`src/common/fg_pkg.sv`:
```
package fg_pkg;

	// channel count
	localparam int num_channels = 4;
	// width of a channel index in a command word
	localparam int chan_bits = 2;
	// one pattern byte per lane per clock
	localparam int data_width = 8;
	// 2048-entry pattern ram per channel
	localparam int addr_width = 11;
	localparam int ram_depth = 1 << addr_width;

	// payload is sized by its widest view, the two bounds addresses
	localparam int payload_width = 2 * addr_width;
	// filler in front of the write view
	localparam int write_pad_bits = payload_width - addr_width - data_width;
	// filler in front of the enable mask
	localparam int enable_pad_bits = payload_width - num_channels;

	typedef logic [chan_bits-1:0] chan_idx_t;
	typedef logic [data_width-1:0] data_t;
	typedef logic [addr_width-1:0] addr_t;

	// host command opcodes
	typedef enum logic [1:0] {
		op_write = 2'd0,
		op_bounds = 2'd1,
		op_sync = 2'd2,
		op_enable = 2'd3
	} opcode_t;

	// one byte into one channel's ram
	typedef struct packed {
		logic [write_pad_bits-1:0] pad;
		addr_t address;
		data_t data;
	} write_view_t;

	// loop window, both ends inclusive
	typedef struct packed {
		addr_t start_address;
		addr_t end_address;
	} bounds_view_t;

	// lane enable mask, one bit per channel
	typedef struct packed {
		logic [enable_pad_bits-1:0] pad;
		logic [num_channels-1:0] mask;
	} enable_view_t;

	// same payload bits, read according to the opcode
	typedef union packed {
		write_view_t write;
		bounds_view_t bounds;
		enable_view_t enable;
	} cmd_payload_u;

	// word on the top-level command port
	typedef struct packed {
		opcode_t opcode;
		chan_idx_t channel;
		cmd_payload_u payload;
	} cmd_word_t;

	// combined output word, lane n is channel n
	typedef data_t [num_channels-1:0] lanes_t;

endpackage

```
`src/hw/lane_combiner.sv`:
```
module lane_combiner import fg_pkg::*; (
	input logic clock,
	input logic rst,
	input data_t chan_data [num_channels],
	input logic [num_channels-1:0] chan_wrapped,
	input logic [num_channels-1:0] enables,
	output lanes_t data_out,
	output logic frame_start
);

	// mask staged once next to the lane flops
	logic [num_channels-1:0] mask_q;
	// lanes after gating, before the output register
	lanes_t gated;

	// disabled lanes forced to zero
	always_comb begin
		for (int lane = 0; lane < num_channels; lane++) begin
			gated[lane] = mask_q[lane] ? chan_data[lane] : '0;
		end
	end

	// mask lands two edges after the decoder samples it
	always_ff @(posedge clock) begin
		if (rst) begin
			mask_q <= '0;
		end else begin
			mask_q <= enables;
		end
	end

	// output word and frame marker leave together
	always_ff @(posedge clock) begin
		if (rst) begin
			data_out <= '0;
			frame_start <= 1'b0;
		end else begin
			data_out <= gated;
			// channel 0 paces the frame, mask does not apply
			frame_start <= chan_wrapped[0];
		end
	end

endmodule

```
`config.mk`:
```
export PLATFORM = sky130hd
export DESIGN_NAME = lane_combiner
export DESIGN_NICKNAME = d
export VERILOG_FILES = /design/src/common/fg_pkg.sv /design/src/hw/lane_combiner.sv
export SDC_FILE = /design/constraint.sdc
export NUM_CORES = 1
export LEC_CHECK = 0
export ABC_CLOCK_PERIOD_IN_PS = 1000
export BUFFER_PORTS_ARGS = -buffer_cell sky130_fd_sc_hd__buf_4
export CORE_MARGIN = 3
export CORE_UTILIZATION = 39
export CTS_CLUSTER_DIAMETER = 100
export DETAILED_ROUTE_END_ITERATION = 8
export PLACE_DENSITY_LB_ADDON = 0.12
export SYNTH_ARGS = -nofsm -noshare
export SYNTH_HDL_FRONTEND = slang
export SYNTH_SLANG_ARGS = --single-unit
```
`constraint.sdc`:
```
create_clock -name clock -period 1 [get_ports clock]
set_clock_uncertainty 0.1 [all_clocks]
set_input_delay 0.15 -clock clock [delete_from_list [all_inputs] [get_ports clock]]
set_output_delay 0.15 -clock clock [all_outputs]
set_load 0.1 [all_outputs]
```
==> results of run 1 <==
-- cells by family after synthesis --
logic type / Yosys count / synth area share, %
flops: 37 / 67.8
buf+inv: 3 / 3.09
simple gates: 37 / 29.1
-- stage by stage --
stage	cell area, sq um	std cells
after floorplan	1130	77
after global placement	1670	175
after detailed placement	1670	175
-- Yosys cell counts --
cell / count / share of area [%]
and3b_1: 27 / 22
and3b_2: 5 / 4.6
nor2b_1: 5 / 2.9
dfxtp_1: 37 / 68
buf_6: 3 / 3.1
==> qor.csv, run 1 <==
metric,value,unit
outcome,did not finish,
Failed at,4_1_cts,
Stop Error,[ERROR DPL-0033] detailed placement checks failed during check placement.,
synthesized netlist cell count,77,
GP Congestion,0.698,
TritonCTS buffer count,5,
die height,58.9,um
"Distinct cells, synth",5,
Chip Width,58.9,um
synth warn,0,
I/O Buffers,71,
H-tree levels,2,
synthesized cell area,0.00109,sq mm
Synthesized Nets,119,
clk buf depth,2,
"Seq/Total Area, Yosys",67.8,%
Seq cells post-synth,37,
Hold Buf Count CTS,37,
Post-CTS Setup Inserts,0,
Syn Area/Cell,14.2,sq um
clk root buf,clkbuf_4,
Initial Util,42.5,%
# IOs,75,
cell row count,18,
post_cts resized,99,
total clock sinks,37,
dpl ws,0.118,ns
==> inputs of run 2 (changes only) <==
--- a/config.mk
+++ b/config.mk
@@ -7,11 +7,10 @@
 export LEC_CHECK = 0
 export ABC_CLOCK_PERIOD_IN_PS = 1000
 export BUFFER_PORTS_ARGS = -buffer_cell sky130_fd_sc_hd__buf_4
-export CORE_MARGIN = 3
-export CORE_UTILIZATION = 39
-export CTS_CLUSTER_DIAMETER = 100
+export CORE_AREA = 3 3 64 66
 export DETAILED_ROUTE_END_ITERATION = 8
-export PLACE_DENSITY_LB_ADDON = 0.12
+export DIE_AREA = 0 0 67 69
+export PLACE_DENSITY_LB_ADDON = 0.15
 export SYNTH_ARGS = -nofsm -noshare
 export SYNTH_HDL_FRONTEND = slang
 export SYNTH_SLANG_ARGS = --single-unit
==> run 2 against run 1 <==
- the flow now finishes, with violations (setup timing)
- area after synthesis unchanged
- synthesized cell count unchanged
==> qor.csv, run 2 <==
metric,value,unit
Layout Nets,204,
RSZ-0062 raised after global routing,yes,
synth warn,0,
worst skew pair latency,0.28,ns
WP data arrival,0.80,ns
"Largest delay share family, worst path",flip-flops,
worst vdd ir,0.000933,V
final hold viol count,0,
Final ANT Viol Nets,0,
ys flop type,dfxtp_1,
synthesized netlist cell count,77,
max reg flops,32,
post-route setup slack,-0.0503,ns
Largest Register,data_out,
Worst Setup End Kind,primary output,
worst-path maximum fanout,1,
Post-Route Utilization,63.1,%
H-tree levels,2,
Synth top area share,67.8,%
Placed Cells,193,
total track usage,12.9,%
"most common cell after layout, fill and taps aside",buf_4,
Compound-Gate Fraction of Synth Area,0,%
Core Area,0.00363,sq mm
largest net degree at the start of global routing,38,
Adder-Cell Fraction of Synth Area,0,%
"commonest non-fill, non-tap cells in the layout","38 x buf_4, 33 x dfxtp_2, 33 x buf_12",
grt ovf,0,
P per Cell Area,1390,mW/mm^2
fin crit period,1.05,ns
clk buf depth,2,
vias per inst,4.15,
final std cells w/o fill,210,
Setup CP Type,register to primary output,
total clock sinks,37,
die area,0.00462,sq mm
Post-synth EDFFs,0,
vias in the first global route,924,
Setup crit start kind,register,
most frequent cells after synthesis,"37 x dfxtp_1, 27 x and3b_1, 5 x and3b_2, 5 x nor2b_1, 3 x buf_6",
post-synthesis mux area share,0,%
"Distinct cells, synth",5,
layout cells sized above 1,71.0,%
worst slew pin tran,0.281,ns
detailed placer's ending HPWL,1720,um
Pleak,0.00110,uW
CTS tree,done,
global-route wire length before repair,4410,um
Pre-antenna DRT Iters,2,
antenna violations before repair,0,
final slew viol count,0,
FILL cells,282,
# IOs,75,
total power,3190,uW
multi-input logic area,318,sq um
post-route cell area,0.00229,sq mm
Initial Util,30.1,%
maxcap violations,0,
Chip Width,67,um
WP data required,0.75,ns
post-synth top area cell,dfxtp_1,
largest family of logic cells by synthesized area,simple AND/OR/NAND/NOR gates,
Placed Area,0.00169,sq mm
register area,782,sq um
relative slew slack,81.2,%
Buf/Inv on CP,1,
synth top area cells,"dfxtp_1 68%, and3b_1 22%, and3b_2 4.6%",
"Seq/Total Area, Yosys",67.8,%
Synthesized Nets,119,
Worst path slowest cell,dfxtp_2,
number of diodes,0,
routed vias,872,
Worst Hold Class,input port to register,
Fmax,952,MHz
# DRC,0,
Syn Area/Cell,14.2,sq um
endpoints failing setup,33,
Area Overhead vs Synth,110,%
CP peak stage delay,0.35,ns
synthesized cell area,0.00109,sq mm
most numerous cell in the Yosys netlist,dfxtp_1,
wire per inst,12.9,um
I/O Buffers,71,
Post-CTS Setup Inserts,0,
"Cell Chain, Critical Path",buf_12,
failing checks,setup timing,
TritonCTS buffer count,5,
Async SR Flop Fraction,0,%
DRT iter0 DRCs,32,
Synth Area in XOR/XNOR,0,%
Largest regs,"data_out (32), mask_q (4), frame_start (1)",
clk root buf,clkbuf_8,
period utilization,105,%
die height,69,um
Seq cells post-synth,37,
cell row count,22,
clk slew on worst S/H paths,0.06,ns
simple-gate share of the synthesized area,29.1,%
GP Congestion,0.654,
outcome,"finished, violations left",
drt total wl,2710,um
run 2: cell counts after synthesis:
No cell type changed its count.
run 2: path summary, 6_finish.rpt:
path | from | end | slack, ns | depth (start not counted)
worst max register to register | mask_q[0]$_SDFF_PP0_ | data_out[2]$_SDFF_PP0_ | 0.20 | 1
worst min register to register | mask_q[2]$_SDFF_PP0_ | data_out[22]$_SDFF_PP0_ | 0.47 | 1
worst min-delay path | chan_data[21] | data_out[13]$_SDFF_PP0_ | 0.01 | 2
worst max-delay path | data_out[19]$_SDFF_PP0_ | data_out[19] | -0.05 | 1
run 2: repair_timing:
action                                  in CTS  in global routing
hold buffers                                 9                  1
endpoints found under the hold margin        9                  1
pin swaps                                    0                  0
cloned                                       0                  0
gates resized for setup                     99                  0
endpoints found under the setup margin      33                 33
run 2: cell families (layout without fill, tap and decap cells):
family | Yosys count | in the layout
AND/OR/NAND/NOR | 37 | 37
buffers and inverters | 3 | 88
flip-flops | 37 | 37
run 2: area by class of cell:
| type | instances | share of cell area, % |
|---|---|---|
| multi-input combinational | 37 | 13.9 |
| tap | 48 | 2.62 |
| timing repair buffer | 81 | 45.6 |
| clock buffer | 7 | 3.77 |
| sequential | 37 | 34.1 |
run 2: per-stage QoR:
stage	setup TNS [ns]	hold WS, ns	worst slack [ns]
after floorplan	0	0.178	0.124
after global placement	0	0.267	0.118
after detailed placement	0	0.266	0.103
after CTS	-1.76	0.00154	-0.0646
after global routing	-2.24	0.00375	-0.0779
final	-1.28	0.0119	-0.0503
run 2: layer usage:
metal,routed length [um],GRT usage (%)
met5,0,0
met4,36,6.08
met3,210,5.05
met2,1530,22.6
met1,924,13.0
run 2: report_power, final:
part | internal [uW] | leakage, uW | total, uW | switching [uW]
Sequential | 1530 | 0.000317 | 1570 | 43.0
Clock | 546 | 0.0000443 | 1000 | 457
Combinational | 289 | 0.000740 | 618 | 329
(Power assumes the default switching activity.)
==> inputs of run 3 (changes only) <==
--- a/config.mk
+++ b/config.mk
@@ -7,9 +7,11 @@
 export LEC_CHECK = 0
 export ABC_CLOCK_PERIOD_IN_PS = 1000
 export BUFFER_PORTS_ARGS = -buffer_cell sky130_fd_sc_hd__buf_4
-export CORE_AREA = 3 3 64 66
+export CELL_PAD_IN_SITES_DETAIL_PLACEMENT = 1
+export CELL_PAD_IN_SITES_GLOBAL_PLACEMENT = 2
+export CORE_MARGIN = 3
+export CORE_UTILIZATION = 23
 export DETAILED_ROUTE_END_ITERATION = 8
-export DIE_AREA = 0 0 67 69
 export PLACE_DENSITY_LB_ADDON = 0.15
 export SYNTH_ARGS = -nofsm -noshare
 export SYNTH_HDL_FRONTEND = slang
==> run 3 against run 2 <==
- the run still ends with setup timing left
- clock power up 11%
- sequential share of layout area down 0.59 points
- hold slack worse by 0.0012 ns
- global-route usage down 1.6 points
- register-to-register slack worse by 0.03 ns
- combinational power up 0.8%
- clock-buffer cell count unchanged
- critical endpoint is now data_out[31]
- largest cell class unchanged
- highest routed layer unchanged
==> qor.csv, run 3 (same netlist as run 2, synthesis figures left out) <==
metric,value,unit
total track usage,11.3,%
wire per inst,13.6,um
Buf/Inv on CP,1,
die height,74.9,um
Largest regs,"data_out (32), mask_q (4), frame_start (1)",
Area Overhead vs Synth,114,%
Largest Register,data_out,
RSZ-0062 raised after global routing,yes,
clk root buf,clkbuf_8,
vias per inst,4.05,
met3 wire len,278,um
final std cells w/o fill,217,
GP Congestion,0.648,
Initial Util,24.4,%
relative slew slack,81.0,%
clk buf depth,2,
"commonest non-fill, non-tap cells in the layout","38 x buf_4, 33 x dfxtp_2, 33 x buf_12",
Post-Route Utilization,52.1,%
WP data required,0.75,ns
total power,3300,uW
I/O Buffers,71,
drt total wl,2950,um
met2 wire length,1670,um
P per Cell Area,1420,mW/mm^2
Max Used Layer,met4,
antenna violations before repair,0,
Worst path slowest cell,dfxtp_2,
CP peak stage delay,0.35,ns
H-tree levels,2,
fin crit period,1.06,ns
largest net degree at the start of global routing,38,
Fmax,948,MHz
die area,0.00561,sq mm
"Largest delay share family, worst path",flip-flops,
layout cells sized above 1,70.9,%
total clock sinks,37,
worst vdd ir,0.000666,V
Clock power frac,33.6,%
Worst Hold Class,input port to register,
"most common cell after layout, fill and taps aside",buf_4,
Comb power frac,18.9,%
grt ovf,0,
cell row count,24,
Power Internal,2440,uW
period utilization,106,%
Setup CP Type,register to primary output,
Final ANT Viol Nets,0,
number of diodes,0,
post-route setup slack,-0.0554,ns
final slew viol count,0,
clk slew on worst S/H paths,0.07,ns
Core Area,0.00447,sq mm
final hold viol count,0,
worst slew pin tran,0.285,ns
Placed Cells,197,
maxcap violations,0,
CTS tree,done,
Worst Setup End Kind,primary output,
Chip Width,74.9,um
vias in the first global route,976,
global-route wire length before repair,4620,um
switching share of power,26.1,%
worst-path maximum fanout,1,
Setup crit start kind,register,
Layout Nets,206,
DRT iter0 DRCs,21,
endpoints failing setup,33,
TritonCTS buffer count,5,
max reg flops,32,
dpl ws,0.0798,ns
# DRC,0,
routed vias,878,
# IOs,75,
"Cell Chain, Critical Path",buf_12,
Post-CTS Setup Inserts,0,
WP data arrival,0.81,ns
DRT met1 WL,973,um
Pleak,0.00112,uW
Pre-antenna DRT Iters,2,
failing checks,setup timing,
share of power burned in registers,47.6,%
Setup TNS,-1.31,ns
sw power,861,uW
outcome,"finished, violations left",
worst skew pair latency,0.28,ns
[run 3: final cells by class]
cell class / count / area, sq um
tap: 52 / 65.1
clock inverter: 1 / 5.00
fill: 431 / 2140
sequential: 37 / 782
timing repair buffer: 83 / 1070
clock buffer: 7 / 96.3
multi-input combinational: 37 / 318
[run 3: repair_timing]
| action | in CTS | in global routing |
|---|---|---|
| pin swaps | 0 | 0 |
| hold endpoints to repair | 11 | 1 |
| gates resized for setup | 99 | 0 |
| hold buffers | 11 | 1 |
| setup endpoints to repair | 33 | 33 |
[run 3: stage by stage]
step | hold slack [ns] | area [sq um]
finish | 0.0107 | 2330
global route | 0.00313 | 2330
floorplan | 0.178 | 1130
detailed placement | 0.270 | 1700
CTS | 0.000450 | 2320
global placement | 0.267 | 1700
[run 3: path summary, 6_finish.rpt]
kind	cells after the start	slack (ns)	start	to
hold reg to reg	1	0.48	mask_q[3]$_SDFF_PP0_	data_out[29]$_SDFF_PP0_
setup / recovery	1	-0.06	data_out[31]$_SDFF_PP0_	data_out[31]
hold / removal	2	0.01	chan_data[16]	data_out[8]$_SDFF_PP0_
setup reg to reg	1	0.17	mask_q[1]$_SDFF_PP0_	data_out[13]$_SDFF_PP0_
[run 3: power groups by stage]
stage                     Sequential, uW  Clock, uW  Combinational, uW
final                               1570       1110                623
after global routing                1580       1240                650
after CTS                           1570       1160                626
after detailed placement            1580          0                500
after global placement              1580          0                493
after floorplan                     1850          0               61.2
[run 3: per-layer routing]
| metal | vias up | global-route usage [%] |
|---|---|---|
| met4 | 0 | 5.34 |
| met2 | 41 | 20.5 |
| met1 | 400 | 11.0 |
| met3 | 4 | 4.94 |
| li1 | 433 | - |
| met5 | - | 0 |
==> inputs of run 4 (changes only) <==
--- a/config.mk
+++ b/config.mk
@@ -5,7 +5,7 @@
 export SDC_FILE = /design/constraint.sdc
 export NUM_CORES = 1
 export LEC_CHECK = 0
-export ABC_CLOCK_PERIOD_IN_PS = 1000
+export ABC_CLOCK_PERIOD_IN_PS = 1200
 export BUFFER_PORTS_ARGS = -buffer_cell sky130_fd_sc_hd__buf_4
 export CELL_PAD_IN_SITES_DETAIL_PLACEMENT = 1
 export CELL_PAD_IN_SITES_GLOBAL_PLACEMENT = 2
@@ -13,6 +13,7 @@
 export CORE_UTILIZATION = 23
 export DETAILED_ROUTE_END_ITERATION = 8
 export PLACE_DENSITY_LB_ADDON = 0.15
+export SKIP_CTS_REPAIR_TIMING = 1
 export SYNTH_ARGS = -nofsm -noshare
 export SYNTH_HDL_FRONTEND = slang
 export SYNTH_SLANG_ARGS = --single-unit
==> constraint.sdc (replaced) <==
create_clock -name clock -period 1.2 [get_ports clock]
set_clock_uncertainty 0.1 [all_clocks]
set_input_delay 0.18 -clock clock [delete_from_list [all_inputs] [get_ports clock]]
set_output_delay 0.18 -clock clock [all_outputs]
set_load 0.1 [all_outputs]
==> run 4 against run 3 <==
- power decreased by 16%
- critical path type unchanged
- cell area decreased by 23%
- via count decreased by 4.1%
- critical path depth unchanged
- highest routed layer unchanged
- critical endpoint is now data_out[12]
- wire length decreased by 11%
- non-clock buffer count decreased by 12
- the run now ends clean
- worst setup slack improved by 0.095 ns
- hold slack improved by 0.0028 ns
- first-iteration DRC count decreased by 43%
- sequential power decreased by 18%
- die area unchanged
- combinational power decreased by 33%
==> qor.csv, run 4 (same netlist as run 2, synthesis figures left out) <==
metric,value,unit
outcome,"complete, no violations",
Clock power frac,38.5,%
number of diodes,0,
grt ovf,0,
P per Cell Area,1530,mW/mm^2
Pleak,0.000969,uW
max reg flops,32,
hold path startpoint,enables[2],
wire per inst,12.8,um
worst vdd ir,0.000734,V
FILL cells,507,
met3 Use GR,5.74,%
hold endpoint,mask_q[2]$_SDFF_PP0_,
layout cells sized above 1,54.2,%
GP Congestion,0.669,
RR Startpoint,mask_q[0]$_SDFF_PP0_,
worst reg2reg endpoint,data_out[4]$_SDFF_PP0_,
period utilization,96.7,%
# DRC,0,
Worst Setup End Kind,primary output,
Initial Util,24.4,%
Layout Nets,194,
I/O Buffers,71,
detailed placer's ending HPWL,2000,um
post-route cell area,0.00181,sq mm
global-route wire length before repair,4010,um
H-tree levels,2,
Buf/Inv on CP,1,
worst reg2reg setup slack,0.40,ns
Setup CP Type,register to primary output,
maxcap violations,0,
Largest Register,data_out,
worst skew pair latency,0.27,ns
final slew viol count,0,
Chip Width,74.9,um
WP data arrival,0.88,ns
relative slew slack,80.6,%
Worst path slowest cell,dfxtp_1,
final hold viol count,0,
Power Internal,2090,uW
post-route setup slack,0.0401,ns
Comb power frac,15.0,%
Most Crowded Layer GR,met2,
CP peak stage delay,0.32,ns
Fmax,862,MHz
total power,2770,uW
total track usage,9.65,%
DRT iter0 DRCs,12,
CTS tree,done,
Placed Area,0.00166,sq mm
M2 GR Usage,16.7,%
WHS,0.0135,ns
RSZ-0062 raised after global routing,no,
die area,0.00561,sq mm
Setup TNS,0,ns
Pre-antenna DRT Iters,2,
Core Area,0.00447,sq mm
"Largest delay share family, worst path",flip-flops,
"commonest non-fill, non-tap cells in the layout","62 x buf_4, 37 x dfxtp_1, 27 x and3b_1",
# IOs,75,
Largest regs,"data_out (32), mask_q (4), frame_start (1)",
share of power burned in registers,46.4,%
routing usage on met1,9.20,%
"Cell Chain, Critical Path",buf_4,
worst slew pin tran,0.291,ns
total clock sinks,37,
Final ANT Viol Nets,0,
worst-path maximum fanout,1,
endpoints failing setup,0,
drt total wl,2620,um
"most common cell after layout, fill and taps aside",buf_4,
sw power,681,uW
largest net degree at the start of global routing,38,
routed vias,842,
Area Overhead vs Synth,65.4,%
vias per inst,4.11,
Worst Hold Class,input port to register,
clk buf depth,2,
WP data required,0.92,ns
cell row count,24,
TritonCTS buffer count,5,
worst r2r path cells,1,
switching share of power,24.6,%
fin crit period,1.16,ns
clk root buf,clkbuf_8,
clk slew on worst S/H paths,0.07,ns
dpl ws,0.264,ns
antenna violations before repair,0,
Worst Hold Depth,2,
Setup crit start kind,register,
vias in the first global route,929,
die height,74.9,um
-- run 4: cell count changes in the layout (fill, tap and decap cells not counted), sizes merged --
cell	before	now
bufinv	0	1
clkinv	1	0
dlygate4sd3	12	0
-- run 4: final cells by class --
type / instances / area [sq um] / share of cell area, %
Multi-Input combinational cell: 37 / 318 / 17.6
Clock buffer: 7 / 86.3 / 4.78
Clock inverter: 1 / 30.0 / 1.66
Timing Repair Buffer: 71 / 567 / 31.4
Tap cell: 52 / 65.1 / 3.60
Sequential cell: 37 / 741 / 41.0
-- run 4: worst max path at each step --
stage / from / endpoint / slack [ns] / cells after the start
after global routing: data_out[16]$_SDFF_PP0_ / data_out[16] / 0.005 / 1
after detailed placement: rst / data_out[4]$_SDFF_PP0_ / 0.26 / 2
after floorplan: data_out[0]$_SDFF_PP0_ / data_out[0] / 0.01 / 0
final: data_out[12]$_SDFF_PP0_ / data_out[12] / 0.04 / 1
after CTS: data_out[12]$_SDFF_PP0_ / data_out[12] / 0.02 / 1
after global placement: rst / data_out[31]$_SDFF_PP0_ / 0.28 / 2
-- run 4: metal layers --
| metal | wire length, um | share of wire (%) | up-vias |
|---|---|---|---|
| met5 | 0 | 0 | - |
| met4 | 31 | 1.2 | 0 |
| met3 | 345 | 13 | 4 |
| met2 | 1330 | 51 | 44 |
| met1 | 911 | 35 | 385 |
| li1 | - | - | 409 |
-- run 4: per-stage QoR --
stage / utilization, % / cells
2_1_floorplan: - / 77
3_3_place_gp: 37.0 / 197
3_5_place_dp: 37.0 / 197
4_1_cts: 39.6 / 205
5_1_grt: 40.4 / 205
6_report: 40.4 / 205
-- run 4: power groups by stage --
stage | Combinational (uW) | Sequential [uW] | Clock [uW]
2_1_floorplan | 51.0 | 1530 | 0
3_3_place_gp | 412 | 1310 | 0
3_5_place_dp | 416 | 1310 | 0
4_1_cts | 417 | 1290 | 1110
5_1_grt | 435 | 1290 | 1180
6_report | 417 | 1290 | 1070
